<file path="config.mk">
export PLATFORM = sky130hd
export DESIGN_NAME = nextPcGen
export DESIGN_NICKNAME = d
export VERILOG_FILES = /design/src/rvIsaPkg.sv /design/src/predPkg.sv /design/src/nextPcGen.sv
export VERILOG_INCLUDE_DIRS = /design/src
export SDC_FILE = /design/constraint.sdc
export NUM_CORES = 1
export LEC_CHECK = 0
export BUFFER_PORTS_ARGS = -buffer_cell sky130_fd_sc_hd__clkbuf_2
export CAP_MARGIN = 30
export CORE_ASPECT_RATIO = 0.8
export CORE_MARGIN = 2
export CORE_UTILIZATION = 25
export CTS_BUF_LIST = sky130_fd_sc_hd__clkbuf_4
export CTS_CLUSTER_DIAMETER = 120
export DETAILED_ROUTE_END_ITERATION = 8
export PLACE_DENSITY = 0.5
export SLEW_MARGIN = 30
export SYNTH_ARGS = -nofsm -noshare
export SYNTH_HDL_FRONTEND = slang
export SYNTH_SLANG_ARGS = --single-unit
</file>
<file path="constraint.sdc">
create_clock -name clk -period 3.2 [get_ports clk]
set_clock_uncertainty 0.2 [all_clocks]
set_input_delay 0 -clock clk [delete_from_list [all_inputs] [get_ports clk]]
set_output_delay 0 -clock clk [all_outputs]
set_load 0.005 [all_outputs]
</file>
<file path="src/bp_defs.svh">
`ifndef BP_DEFS_SVH
`define BP_DEFS_SVH

// Table sizes
`define BTB_ENTRIES     64
`define BHT_ENTRIES     256
`define BTB_INDEX_BITS  6
`define BHT_INDEX_BITS  8

// Index bit ranges, both start just above the byte offset
`define BTB_IDX_LSB     2
`define BTB_IDX_MSB     (`BTB_IDX_LSB + `BTB_INDEX_BITS - 1)
`define BHT_IDX_LSB     2
`define BHT_IDX_MSB     (`BHT_IDX_LSB + `BHT_INDEX_BITS - 1)

// BTB tag is every PC bit above the index
`define BTB_TAG_BITS    (32 - `BTB_IDX_MSB - 1)

`define RESET_PC        32'h0000_0000
`define CTR_RESET       2'b01

`endif

</file>
<file path="src/rvIsaPkg.sv">
`default_nettype none

package rvIsaPkg;

    // One instruction address
    typedef logic [31:0] pc_t;

    // Major opcode, inst[6:0]
    typedef logic [6:0] opcode_t;

    //------------------------------------------------------------
    // Opcodes the predictor cares about
    //------------------------------------------------------------
    localparam opcode_t OPC_BRANCH = 7'b1100011;
    localparam opcode_t OPC_JAL    = 7'b1101111;

    // Fixed instruction size in RV32I, no compressed set
    localparam int unsigned INSTR_BYTES = 4;

endpackage

`default_nettype wire

</file>
<file path="src/predPkg.sv">
`default_nettype none

`include "bp_defs.svh"

package predPkg;

    import rvIsaPkg::*;

    typedef logic [`BTB_TAG_BITS-1:0] btbTag_t;

    // One BTB slot
    typedef struct packed {
        logic    valid;
        btbTag_t tag;
        pc_t     target;
    } btbEntry_t;

    // Two-bit saturating direction counter
    typedef logic [1:0] bhtCtr_t;

    localparam bhtCtr_t CTR_MIN = 2'b00;
    localparam bhtCtr_t CTR_MAX = 2'b11;

    // BTB result for the fetch PC
    typedef struct packed {
        logic hit;
        pc_t  target;
    } btbLookup_t;

    //------------------------------------------------------------
    // Execute stage report of a resolved instruction
    //------------------------------------------------------------
    typedef struct packed {
        logic    valid;
        opcode_t opcode;
        pc_t     pc;
        logic    taken;
        pc_t     target;
        pc_t     predNextPc;   // what fetch went to after this one
    } resolve_t;

endpackage

`default_nettype wire

</file>
<file path="src/nextPcGen.sv">
`timescale 1ns/100ps
`default_nettype none

`include "bp_defs.svh"

module nextPcGen
    import rvIsaPkg::*;
    import predPkg::*;
(
    input  logic       clk,
    input  logic       rstN,
    input  logic       stall,
    input  btbLookup_t lookup,
    input  logic       predictTaken,
    input  resolve_t   resolve,
    output pc_t        fetchPc,
    output pc_t        predNextPc,
    output logic       redirect
);

    pc_t seqPc;
    pc_t actualNextPc;
    pc_t nextFetchPc;

    //------------------------------------------------------------
    // Prediction for the current fetch
    //------------------------------------------------------------
    assign seqPc = fetchPc + INSTR_BYTES;

    // BTB target only when the direction counter agrees
    assign predNextPc = (lookup.hit && predictTaken) ? lookup.target : seqPc;

    //------------------------------------------------------------
    // Mispredict check on the resolved instruction
    //------------------------------------------------------------
    assign actualNextPc = resolve.taken ? resolve.target : resolve.pc + INSTR_BYTES;

    assign redirect = resolve.valid && (actualNextPc != resolve.predNextPc);

    // Redirect wins over stall
    always_comb begin
        if (redirect) begin
            nextFetchPc = actualNextPc;
        end else if (!stall) begin
            nextFetchPc = predNextPc;
        end else begin
            nextFetchPc = fetchPc;
        end
    end

    // Fetch PC register
    always_ff @(posedge clk or negedge rstN) begin
        if (!rstN) begin
            fetchPc <= `RESET_PC;
        end else begin
            fetchPc <= nextFetchPc;
        end
    end

endmodule

`default_nettype wire

</file>
Word level (Yosys, flattened, before mapping)
Cells that the tools add are included.

Add/subtract/negate cells: 2. Equality and inequality tests: 2. Muxes and demuxes: 4. Reductions and logical operators: 2.

Operator list (count): $mux 32 (4); $add 32x3->32 const B (2); $ne 32x32->1 (1); $logic_and 1x1->1 (2); $ne 2x1->1 const B (1).

Register bits after elaboration: 32. Input port bits: 142. Output and inout bits: 65. Word-level logic and storage cells: 11.

Logic depth before layout (Yosys ltp)
Depth in word-level cells: 5. Depth in mapped cells: 11. Gate-level depth less buffers: 9.

Worst setup path after synthesis
OpenSTA, ideal clock, no wires.

Kind: input-to-reg. Start point: in resolve[67] (netlist bit). End point: reg fetchPc[22]. Setup time: 0.125 ns. Data arrival time: 2.645 ns. Required time: 2.875 ns. Setup slack: 0.230 ns. Cell stages on the path: 11. Path buffers: 2. Path through: ha_1 and3_1 buf_4 nand3_4 nor4_1 xor3_1 a2111o_1 o41ai_2 a41oi_4 buf_6 mux2_4.

Word-level cells in the longest chain between the ends: 5. Elaborated cells between the ends (all ways): 6. Classes of those cells: 1 x add/sub; 2 x eq/ne; 2 x mux; 1 x reduce/logical.

Ends and longest elaborated chain: from (decl) (line nextPcGen.sv:15) `input resolve_t resolve,`; $add 32x3->32 * (line nextPcGen.sv:36) `assign actualNextPc = resolve.taken ? resolve.target : resolve.pc + INSTR_BYTES;`; $mux 32 * (line nextPcGen.sv:36); $ne 32x32->1 (line nextPcGen.sv:38) `assign redirect = resolve.valid && (actualNextPc != resolve.predNextPc);`; $logic_and 1x1->1 (line nextPcGen.sv:38); $ne 2x1->1 (no line) / $mux 32 (equally long branches); to (signal assigned) (line nextPcGen.sv:54) `` fetchPc <= `RESET_PC; ``; to (signal assigned) (line nextPcGen.sv:56) `fetchPc <= nextFetchPc;`; to (decl) (line nextPcGen.sv:16) `output pc_t fetchPc,`.

Mark *: on every way between the ends. The rest lies on a longest branch, timed or not. A chain may end at the register's enable or synchronous reset.

Final worst setup path
Start point: in resolve[57] (netlist bit). End point: out redirect.

Word-level cells in the longest chain between the ends: 3.

Ends and longest elaborated chain: $mux 32 (line nextPcGen.sv:36); $ne 32x32->1 (line nextPcGen.sv:38); $logic_and 1x1->1 (line nextPcGen.sv:38); to (decl) (line nextPcGen.sv:18) `output logic redirect`.

Every way passes these cells.

==> results.cfg <==
[route]
post_drt_wl_per_cell_um = 17.6
drtIter0Drc = 513
ant_nets = 0
drc = 0
via_per_inst = 5.00
firstDrtPassIters = 5
drt_wl_total_um = 20000
routed-via-count = 5666

[sta]
relSlewSlack = 0.448
fin_crit_sh = 0.935
max_freq_mhz = 334
period_minus_slack_ns = 2.99
timing.setup.tns_ns = 0
tightest_slew_ns = 0.828
setup_viol = 0
drv_slew = 0
fin_ws_ns = 0.207
hold_viol_final = 0
finalHoldWorstSlack_ns = 0.00676

[synth]
synth_simple_gate_area_frac = 0.261
synth_top_family_by_area = simple AND/OR/NAND/NOR gates
syn_area_sq_um = 4720
syn_inst = 610
synth-compound-area-share = 0.195
synth-xor-area-share = 0.185
synth-main-ff-cell = dfrtp_1
synthDistinctLibCells = 67
async_reset_ff_frac = 1.00
synthMuxAreaShare = 0.140
ys_warn_count = 0
synth-edff-count = 0
ys_ff_latch = 32
ys_seq_area_frac = 0.170
syn_nets = 754
synthAdderAreaFrac = 0.00530
synthesis.area_per_instance_sq_um = 7.74

[global_route]
overflow = 0
antenna_found_initial = 0
grt_pass1_wl_um = 29900
grt_pass1_vias = 5236
grt_max_degree = 51
grt_use_total = 0.194

[critical_path]
path_class = in -> out
r2r.worst_path.cells = 9
r2r_setup_slack_ns = 0.45
crit_arrival_ns = 2.79
crit_path_start_kind = input pin
path_max_fanout = 31
r2r-end = fetchPc[26]
cp.required_ns = 3.00
endpoint_kind = primary output
r2r-start = fetchPc[2]

[die]
io-pin-count = 207
initial_core_util = 0.257
die_y_um = 127
die_w_um = 158
dieArea_sq_um = 20000
coreArea_sq_um = 18300
num_rows = 44

[final_layout]
layout_common_cells = clkbuf_2 (199), nor2_1 (82), dlygate4sd3_1 (67), a21oi_1 (66), xnor2_1 (59)
fin_cells = 1134
n_antenna_cell = 0
area_growth_pct = 46.1
top_register = fetchPc
final_common_cell = clkbuf_2
largest_reg_flops = 32
top_regs = fetchPc x32
finalNetCount = 1024
final_layout_size_suffix_gt1_frac = 0.304

[clock_network]
clkTransAtPathRegs_ns = 0.11
clockBufferDepth = 2
ctsRootBufferMaster = clkbuf_4
cts_tree = yes
clock_latency_ns = 0.36
h-tree-depth = 2
cts_buffers = 5
cts_sinks = 32

[min_path]
hold_start = lookup[18]
hold_path_class = in -> reg
whs_path_depth = 5
min_to = fetchPc[18]

[placed_design]
gp_congestion = 0.911
portBuffers = 199
dp_slack_ns = 0.0280
dpl.hpwl_um = 16300
dp_cells = 1059

[run_status]
status = completed

[pwr]
p_leak_nw = 2.99
irDropWorstVdd_mv = 0.163
p_per_area_nw_per_um2 = 266

[run]
maxCapViolCount = 0
## where the power goes
part | internal (W) | switching, W | total (W)
clock network | 0.000172 | 0.000158 | 0.000330
registers | 0.000464 | 0.000111 | 0.000575
logic | 0.000457 | 0.000471 | 0.000928
## cells in the mapped netlist (11+ instances only)
cell      number  area [sq um]
a21oi_1       66           330
a31oi_1       19           119
and3_1        12          75.1
clkbuf_1      17          63.8
dfrtp_1       32           801
inv_1         11          41.3
mux2i_1       54           541
nand2_1       29           109
nand3_1       20           100
nand4_1       22           138
nor2_1        82           308
o22ai_1       14          87.6
xnor2_1       59           517
xor2_1        38           333
## area by class of cell
| cell class | instances | area [sq um] |
|---|---|---|
| fill | 1977 | 11400 |
| timing repair buffer | 298 | 1930 |
| multi-input combinational | 532 | 3720 |
| inverter | 11 | 41.3 |
| clock inverter | 2 | 35.0 |
| tap | 253 | 317 |
| sequential | 32 | 801 |
| clock buffer | 6 | 45.0 |
## worst max path at each step
stage | startpoint | endpoint | slack [ns] | depth (start not counted)
finish | resolve[57] | redirect | 0.21 | 11
CTS | fetchPc[7] | predNextPc[31] | 0.09 | 8
detailed placement | resolve[68] | fetchPc[0] | 0.03 | 12
global placement | resolve[68] | fetchPc[22] | 0.09 | 11
global route | fetchPc[7] | predNextPc[31] | -0.0004 | 8
floorplan | resolve[67] | fetchPc[22] | 0.23 | 11
## layer usage
metal  share of wire  GRT usage  routed length, um
met5               0          0                  0
met4          0.0033     0.0187                 66
met3           0.082     0.0410               1640
met2            0.43      0.294               8660
met1            0.48      0.290               9620
## stage by stage
| step | util | area (sq um) | power, W |
|---|---|---|---|
| floorplan | - | 4720 | 0.00101 |
| finish | 0.376 | 6900 | 0.00183 |
| global route | 0.376 | 6900 | 0.00196 |
| CTS | 0.376 | 6880 | 0.00184 |
| global placement | 0.335 | 6130 | 0.00144 |
| detailed placement | 0.335 | 6130 | 0.00144 |
## critical path, stage by stage
cell and delay (ns):
dlygate4sd3_1 0.54, clkbuf_2 0.13, xnor2_1 0.28, nand4_1 0.13, o41ai_1 0.36, nand4_1 0.16
a41o_1 0.25, nor4_2 0.39, a41oi_4 0.17, buf_12 0.22, clkbuf_2 0.14
## logic make-up (layout without fill, tap and decap cells)
logic type,count (synthesis),count (layout)
buf+inv,46,317
simple gates,225,225
flops,32,32
xor+xnor,98,98
mux,64,64
compound gates,143,143
fa+ha+maj,2,2
## what timing repair did
action,in CTS,in global routing
setup endpoints to repair,0,2
gates resized for setup,0,2
endpoints found under the hold margin,63,0
hold buffers,67,0
setup buffers,0,0
(Power assumes the default switching activity.)
